$ cat src/logic/execLane_macros.svh
`ifndef EXECLANE_MACROS_SVH
`define EXECLANE_MACROS_SVH

////////////////////
// Register file

// Architectural registers, indexed by index_t
`define REG_COUNT 16

////////////////////
// Result queues

`define ADD_QUEUE_DEPTH 4
`define MUL_QUEUE_DEPTH 4

////////////////////
// Multiply pipeline

// Stages between issue and the queue push
`define MUL_STAGES 2

`endif
$ cat src/logic/execLanePkg.sv
`default_nettype none

package execLanePkg;

	typedef logic [31:0] data_t;	// Operand and result word
	typedef logic [3:0] index_t;	// Register number

	// Lane opcodes, MUL goes to the multiply unit
	typedef enum logic [1:0] {
		ADD = 2'd0,
		SUB = 2'd1,
		LDI = 2'd2,
		MUL = 2'd3
	} opCode_t;

	// Add unit queue payload
	typedef struct packed {
		index_t dstIndex;
		opCode_t opCode;
	} addToken_t;

	// Multiply unit queue payload
	typedef struct packed {
		index_t dstIndex;
	} mulToken_t;

endpackage

`default_nettype wire

$ cat src/logic/execLane.sv
`default_nettype none

module execLane
	import execLanePkg::*;
(
	input logic clock,
	input logic reset,
	input logic issue,
	input opCode_t opCode,
	input index_t dstIndex,
	input index_t srcIndex1,
	input index_t srcIndex2,
	input data_t immediate,
	output logic addBusy,
	output logic mulBusy,
	output logic writeValid,
	output index_t writeIndex,
	output data_t writeData
);

	data_t operand1;
	data_t operand2;

	logic addRequest;
	logic addStall;
	data_t addData;
	index_t addIndex;
	logic mulRequest;
	logic mulStall;
	data_t mulData;
	index_t mulIndex;
	logic addGrant;
	logic mulGrant;

	registerFile registers0 (
		.clock(clock),
		.reset(reset),
		.readIndex1(srcIndex1),
		.readIndex2(srcIndex2),
		.readData1(operand1),
		.readData2(operand2),
		.writeEnable(writeValid),
		.writeIndex(writeIndex),
		.writeData(writeData)
	);

	////////////////////
	// Execution units

	addUnit add0 (
		.clock(clock), .reset(reset),
		.issue(issue), .opCode(opCode), .dstIndex(dstIndex),
		.operand1(operand1), .operand2(operand2), .immediate(immediate),
		.stall(addStall), .busy(addBusy), .request(addRequest),
		.resultData(addData), .resultIndex(addIndex)
	);

	mulUnit mul0 (
		.clock(clock), .reset(reset),
		.issue(issue), .opCode(opCode), .dstIndex(dstIndex),
		.operand1(operand1), .operand2(operand2),
		.stall(mulStall), .busy(mulBusy), .request(mulRequest),
		.resultData(mulData), .resultIndex(mulIndex)
	);

	writebackArbiter arbiter0 (
		.clock(clock),
		.reset(reset),
		.addRequest(addRequest),
		.mulRequest(mulRequest),
		.addStall(addStall),
		.mulStall(mulStall)
	);

	////////////////////
	// Write port mux

	assign addGrant = addRequest & ~addStall;
	assign mulGrant = mulRequest & ~mulStall;
	assign writeValid = addGrant | mulGrant;	// Same cycle as the queue pop
	assign writeIndex = addGrant ? addIndex : mulIndex;
	assign writeData = addGrant ? addData : mulData;

endmodule

`default_nettype wire

$ cat src/logic/registerFile.sv
`default_nettype none
`include "execLane_macros.svh"

module registerFile
	import execLanePkg::*;
(
	input logic clock,
	input logic reset,
	input index_t readIndex1,
	input index_t readIndex2,
	output data_t readData1,
	output data_t readData2,
	input logic writeEnable,
	input index_t writeIndex,
	input data_t writeData
);

	data_t registers [`REG_COUNT];

	always_ff @(posedge clock) begin
		if (reset) begin
			for (int i = 0; i < `REG_COUNT; i++)
				registers[i] <= '0;
		end else if (writeEnable) begin
			registers[writeIndex] <= writeData;
		end
	end

	////////////////////
	// Reads see a same-cycle writeback

	assign readData1 = (writeEnable && (writeIndex == readIndex1)) ?
		writeData : registers[readIndex1];
	assign readData2 = (writeEnable && (writeIndex == readIndex2)) ?
		writeData : registers[readIndex2];

endmodule

`default_nettype wire

$ cat src/logic/writebackArbiter.sv
`default_nettype none

module writebackArbiter (
	input logic clock,
	input logic reset,
	input logic addRequest,
	input logic mulRequest,
	output logic addStall,
	output logic mulStall
);

	logic addPriority;	// Add unit wins the next tie
	logic addGrant;
	logic mulGrant;

	// At most one grant per cycle
	assign addGrant = addRequest & (~mulRequest | addPriority);
	assign mulGrant = mulRequest & ~addGrant;

	// Flip priority after every grant so ties alternate
	always_ff @(posedge clock) begin
		if (reset) begin
			addPriority <= 1'b1;
		end else if (addGrant) begin
			addPriority <= 1'b0;
		end else if (mulGrant) begin
			addPriority <= 1'b1;
		end
	end

	// Stalled only while the peer holds the port
	assign addStall = mulGrant;
	assign mulStall = addGrant;

endmodule

`default_nettype wire

$ cat src/logic/mulUnit.sv
`default_nettype none
`include "execLane_macros.svh"

module mulUnit
	import execLanePkg::*;
(
	input logic clock,
	input logic reset,
	input logic issue,
	input opCode_t opCode,
	input index_t dstIndex,
	input data_t operand1,
	input data_t operand2,
	input logic stall,
	output logic busy,
	output logic request,
	output data_t resultData,
	output index_t resultIndex
);

	localparam int occWidth = $clog2(`MUL_QUEUE_DEPTH + `MUL_STAGES + 1);

	logic accept;
	data_t product;
	mulToken_t token;
	mulToken_t headToken;
	logic [$clog2(`MUL_QUEUE_DEPTH+1)-1:0] entryNumber;
	logic [occWidth-1:0] occupancy;

	logic [`MUL_STAGES-1:0] stageValid;
	data_t stageData [`MUL_STAGES];
	index_t stageIndex [`MUL_STAGES];

	assign accept = issue & (opCode == MUL);
	assign product = operand1 * operand2;	// Low 32 bits only

	////////////////////
	// Pipeline, never stalls

	always_ff @(posedge clock) begin
		if (reset) begin
			stageValid <= '0;
		end else begin
			stageValid[0] <= accept;
			for (int i = 1; i < `MUL_STAGES; i++)
				stageValid[i] <= stageValid[i-1];
		end
	end

	always_ff @(posedge clock) begin
		stageData[0] <= product;
		stageIndex[0] <= dstIndex;
		for (int i = 1; i < `MUL_STAGES; i++) begin
			stageData[i] <= stageData[i-1];
			stageIndex[i] <= stageIndex[i-1];
		end
	end

	assign token = '{dstIndex: stageIndex[`MUL_STAGES-1]};

	resultQueue #(
		.depth(`MUL_QUEUE_DEPTH),
		.tokenType(mulToken_t)
	) queue0 (
		.clock(clock),
		.reset(reset),
		.push(stageValid[`MUL_STAGES-1]),
		.pushData(stageData[`MUL_STAGES-1]),
		.pushToken(token),
		.stall(stall),
		.valid(),
		.headData(resultData),
		.headToken(headToken),
		.entryNumber(entryNumber)
	);

	////////////////////
	// Busy reserves queue room for every product in flight

	always_comb begin
		occupancy = occWidth'(entryNumber);
		for (int i = 0; i < `MUL_STAGES; i++)
			occupancy = occupancy + occWidth'(stageValid[i]);
	end

	assign busy = (occupancy >= occWidth'(`MUL_QUEUE_DEPTH));
	assign request = (entryNumber != '0);
	assign resultIndex = headToken.dstIndex;

endmodule

`default_nettype wire

$ cat src/logic/addUnit.sv
`default_nettype none
`include "execLane_macros.svh"

module addUnit
	import execLanePkg::*;
(
	input logic clock,
	input logic reset,
	input logic issue,
	input opCode_t opCode,
	input index_t dstIndex,
	input data_t operand1,
	input data_t operand2,
	input data_t immediate,
	input logic stall,
	output logic busy,
	output logic request,
	output data_t resultData,
	output index_t resultIndex
);

	logic accept;
	data_t result;
	addToken_t token;
	addToken_t headToken;
	logic [$clog2(`ADD_QUEUE_DEPTH+1)-1:0] entryNumber;

	assign accept = issue & (opCode != MUL);	// MUL belongs to the peer unit

	// Sums wrap at 32 bits
	always_comb begin
		case (opCode)
			SUB: result = operand1 - operand2;
			LDI: result = immediate;
			default: result = operand1 + operand2;
		endcase
	end

	assign token = '{dstIndex: dstIndex, opCode: opCode};

	resultQueue #(
		.depth(`ADD_QUEUE_DEPTH),
		.tokenType(addToken_t)
	) queue0 (
		.clock(clock),
		.reset(reset),
		.push(accept),
		.pushData(result),
		.pushToken(token),
		.stall(stall),
		.valid(),
		.headData(resultData),
		.headToken(headToken),
		.entryNumber(entryNumber)
	);

	assign busy = (entryNumber == `ADD_QUEUE_DEPTH);
	assign request = (entryNumber != '0);
	assign resultIndex = headToken.dstIndex;

endmodule

`default_nettype wire

$ cat src/logic/resultQueue.sv
`default_nettype none

module resultQueue
	import execLanePkg::*;
#(
	parameter int depth = 4,
	parameter type tokenType = logic
)(
	input logic clock,
	input logic reset,
	input logic push,
	input data_t pushData,
	input tokenType pushToken,
	input logic stall,
	output logic valid,
	output data_t headData,
	output tokenType headToken,
	output logic [$clog2(depth+1)-1:0] entryNumber
);

	logic [$clog2(depth)-1:0] writeAddress;
	logic [$clog2(depth)-1:0] readAddress;
	logic full;
	logic empty;
	logic write;
	logic pop;

	data_t dataArray [depth];
	tokenType tokenArray [depth];

	assign write = push & ~full;	// Push into a full queue is dropped
	assign pop = ~empty & ~stall;	// Head leaves unless held by the arbiter

	always_ff @(posedge clock) begin
		if (write) begin
			dataArray[writeAddress] <= pushData;
			tokenArray[writeAddress] <= pushToken;
		end
	end

	assign valid = pop;
	assign headData = dataArray[readAddress];
	assign headToken = tokenArray[readAddress];

	ringBufferControl #(
		.entryCount(depth)
	) control0 (
		.clock(clock),
		.reset(reset),
		.writeEnable(write),
		.readEnable(pop),
		.writeAddress(writeAddress),
		.readAddress(readAddress),
		.full(full),
		.empty(empty),
		.entryNumber(entryNumber)
	);

endmodule

`default_nettype wire

$ cat src/logic/ringBufferControl.sv
`default_nettype none

module ringBufferControl #(
	parameter int entryCount = 4
)(
	input logic clock,
	input logic reset,
	input logic writeEnable,
	input logic readEnable,
	output logic [$clog2(entryCount)-1:0] writeAddress,
	output logic [$clog2(entryCount)-1:0] readAddress,
	output logic full,
	output logic empty,
	output logic [$clog2(entryCount+1)-1:0] entryNumber
);

	localparam int addrWidth = $clog2(entryCount);
	localparam int countWidth = $clog2(entryCount + 1);

	logic [addrWidth-1:0] writePointer;
	logic [addrWidth-1:0] readPointer;
	logic [countWidth-1:0] count;

	// Pointers wrap at entryCount, which need not be a power of two
	always_ff @(posedge clock) begin
		if (reset) begin
			writePointer <= '0;
			readPointer <= '0;
			count <= '0;
		end else begin
			if (writeEnable)
				writePointer <= (writePointer == addrWidth'(entryCount - 1)) ? '0 : writePointer + 1'b1;
			if (readEnable)
				readPointer <= (readPointer == addrWidth'(entryCount - 1)) ? '0 : readPointer + 1'b1;
			case ({writeEnable, readEnable})
				2'b10: count <= count + 1'b1;
				2'b01: count <= count - 1'b1;
				default: count <= count;	// Push and pop together cancel
			endcase
		end
	end

	assign writeAddress = writePointer;
	assign readAddress = readPointer;
	assign full = (count == countWidth'(entryCount));
	assign empty = (count == '0);
	assign entryNumber = count;

endmodule

`default_nettype wire

$ cat config.mk
export PLATFORM = sky130hd
export DESIGN_NAME = execLane
export DESIGN_NICKNAME = d
export VERILOG_FILES = /design/src/logic/execLanePkg.sv /design/src/logic/execLane.sv /design/src/logic/registerFile.sv /design/src/logic/writebackArbiter.sv /design/src/logic/mulUnit.sv /design/src/logic/addUnit.sv /design/src/logic/resultQueue.sv /design/src/logic/ringBufferControl.sv
export VERILOG_INCLUDE_DIRS = /design/src /design/src/logic
export SDC_FILE = /design/constraint.sdc
export NUM_CORES = 2
export LEC_CHECK = 0
export BUFFER_PORTS_ARGS = -buffer_cell sky130_fd_sc_hd__buf_4
export CORE_MARGIN = 5
export CORE_UTILIZATION = 25
export DETAILED_ROUTE_END_ITERATION = 8
export GPL_TIMING_DRIVEN = 1
export PLACE_DENSITY = 0.5
export SETUP_SLACK_MARGIN = 0.4
export SLEW_MARGIN = 20
export SYNTH_ARGS = -nofsm -noshare
export SYNTH_HDL_FRONTEND = slang
export SYNTH_SLANG_ARGS = --single-unit
$ cat constraint.sdc
create_clock -name clock -period 10.67 [get_ports clock]
set_input_delay 1.6005 -clock clock [delete_from_list [all_inputs] [get_ports clock]]
set_output_delay 1.6005 -clock clock [all_outputs]
set_load 0.005 [all_outputs]
==> flow_summary.yaml <==
outcome:
  status: "completed"
cts:
  cts-root-buf: "clkbuf_16"
  cts_tree: "built"
  clock_sinks: 893
  clkTransAtPathRegs_ps: 60
  clockBufferDepth: 3
  hold_buffers: 0
  htree_levels: 3
  numCtsBuffers: 99
  clk_latency_ps: 720
sta:
  fin_crit_sh_pct: 91.67
  finalCriticalPeriod_ps: 9781
  hold_viol: 0
  timing.hold.ws_ps: 323.5
  rsz0062_at_grt: "no"
  slew_headroom_pct: 26.35
  finClkSkew_ps: 44.61
  maxSlewViolCount: 0
  max_freq_mhz: 102.2
  fin_tns_setup_ps: 0
  setup_violations: 0
  tightest_slew_ps: 1091
detailed_routing:
  routedWlPerCell_microns: 25.86
  wl_microns: 201000
  ant_nets: 0
  firstDrtPassIters: 6
  drc: 0
  drtIter0Drc: 3948
  vias: 38009
  viasPerCell: 4.889
worst_setup_path:
  crit_type: "reg -> reg"
  cpMostUsedCell: "xnor2_1"
  crit_fanout: 15
  cp.required_ps: 11260
  r2r-start: "mul0.queue0.control0.entryNumber[2]"
  critical_path_arrival_ps: 10370
  end_kind: "register"
  critical_path.slowest_cell: "o21ai_2"
  startpoint: "mul0.queue0.control0.entryNumber[2]"
  max_stage_delay_ps: 710
  startpoint_type: "register"
grt:
  antenna_found_initial: 6
  grt_pass1_wl_microns: 292100
  grt_usage_pct: 16.53
  grt_pass1_vias: 39871
  grt_max_degree: 40
  gr-total-overflow: 0
flow_run:
  maxCapViolations: 0
die:
  dieArea_sq_um: 241400
  fp.dieW_microns: 491.4
  start_util_pct: 25.15
  fp-row-count: 176
  io_pins: 88
  core_area_sq_um: 230300
  die_h_microns: 491.4
cells_and_area:
  drive_gt1_share_pct: 20.90
  fin_cells: 7774
  stdcell_area_sq_um: 66810
  syn_to_final_growth_pct: 15.32
  final_net_count: 5288
logic_synthesis:
  synth_nets: 5154
  postSynthAreaPerCell_sq_um: 12.80
  synth_edf_count: 800
  syn_area_sq_um: 57930
  synth_flop_cell: "edfxtp_1"
  yosysWarnings: 0
  ys_ff_latch: 893
  syn_inst: 4527
  async_flop_share_pct: 0
  synth_cell_types: 71
  ys_seq_area_share_pct: 44.68
place:
  hpwl_microns: 136700
  placed_cells: 7579
  dpl-instance-area_sq_um: 63580
  portBuffers: 87
  routabilityCongestion: 0.8813
hold_path:
  hp-class: "reg -> reg"
  worstHoldStart: "mul0.stageData[0][2]"
-- timing repair --
action / in CTS / in global routing
gates resized for setup: 0 / 13
setup buffers: 0 / 7
endpoints found under the setup margin: 0 / 8
-- cell families (layout without fill, tap and decap cells) --
group / after synthesis / after routing / share of synthesized area, %
and+or+nand+nor: 1394 / 1394 / 10.82
DFF: 893 / 893 / 44.68
buffers and inverters: 783 / 1002 / 5.194
adders and majority gates: 580 / 580 / 17.83
muxes: 440 / 440 / 16.13
AOI/OAI and AO/OA: 277 / 277 / 2.920
xor gates and xnor gates: 160 / 160 / 2.419
other: 0 / 2 / 0
-- flip-flops by register name (all words and copies together) (netlist names), 2 cells and up, named ones only --
signal                             flops
add0.queue0.control0.entryNumber       3
mul0.stageData                        64
mul0.queue0.control0.writeAddress      2
add0.queue0.control0.readAddress       2
mul0.queue0.control0.readAddress       2
mul0.queue0.dataArray                128
registers0.registers                 512
add0.queue0.control0.writeAddress      2
mul0.queue0.tokenArray                16
mul0.stageIndex                        8
add0.queue0.dataArray                128
mul0.stageValid                        2
add0.queue0.tokenArray                16
mul0.queue0.control0.entryNumber       3
-- per-layer routing --
metal / share of wire, % / vias to the layer above / track usage (%)
met5: 0 / - / 0
met4: 3.8 / 0 / 5.721
met3: 7.4 / 333 / 3.109
met2: 47 / 1571 / 26.78
met1: 42 / 20215 / 22.24
li1: - / 15890 / -
-- synthesized netlist by cell type, types with 85 or more instances --
cell type  number  area share [%]
xnor2_1       114             1.7
a21oi_1        85            0.73
edfxtp_1      800              41
and2_1        290             3.1
fa_1          410              14
mux4_2        392              15
ha_1          168             3.6
dfxtp_1        93             3.2
inv_1         493             3.2
nor2_1        601             3.9
nand2_1       377             2.4
clkbuf_1      230             1.5
-- worst max-delay path, delay by kind of cell, from the launching register on --
family / cells / cell delay [ps]
compound gates: 2 / 920
mux: 1 / 410
flops: 1 / 370
xor+xnor: 12 / 1980
buf+inv: 5 / 920
fa+ha+maj: 8 / 3850
simple gates: 3 / 1160
-- final cells by class --
class	count	area, sq um
Timing Repair Buffer	322	2615
Inverter	494	1854
Sequential cell	893	25890
Fill cell	23359	163500
Multi-Input combinational cell	2851	29570
Clock buffer	137	2691
Antenna cell	2	5.005
Tap cell	3026	3786
Clock inverter	49	396.6
-- worst paths after layout --
path | depth (start not counted) | end | slack, ps
hold / removal | 0 | mul0.stageData[0][34] | 320
hold reg to reg | 0 | mul0.stageData[0][34] | 320
setup reg to reg | 31 | mul0.stageData[0][31] | 890
setup / recovery | 31 | mul0.stageData[0][31] | 890
-- metrics by stage --
stage               util [%]  setup WS, ps
floorplan                  -         401.9
finish                 29.00         889.1
global route           29.00         418.9
CTS                    28.94         423.2
global placement       27.60         187.0
detailed placement     27.60         176.2
-- layout by cell type, fill, tap and decap left out, drive strengths merged, types with 9 or more instances in the layout --
master  netlist  final
a21o         19     19
a21oi        86     86
a31oi        11     11
and2        290    290
and3         15     15
buf          59    322
clkbuf      230    137
clkinv        0     37
dfxtp        93     93
edfxtp      800    800
fa          410    410
ha          168    168
inv         494    500
mux2i        41     41
mux4        392    392
nand2       377    377
nand2b       30     30
nand3        15     15
nand4         9      9
nor2        601    601
nor3         22     22
o21a         12     12
o21ai       104    104
o21bai       13     13
xnor2       114    114
xor2         46     46
Power is not shown: default switching activity piles up to over one toggle a cycle in this logic, so the estimate is an artifact.
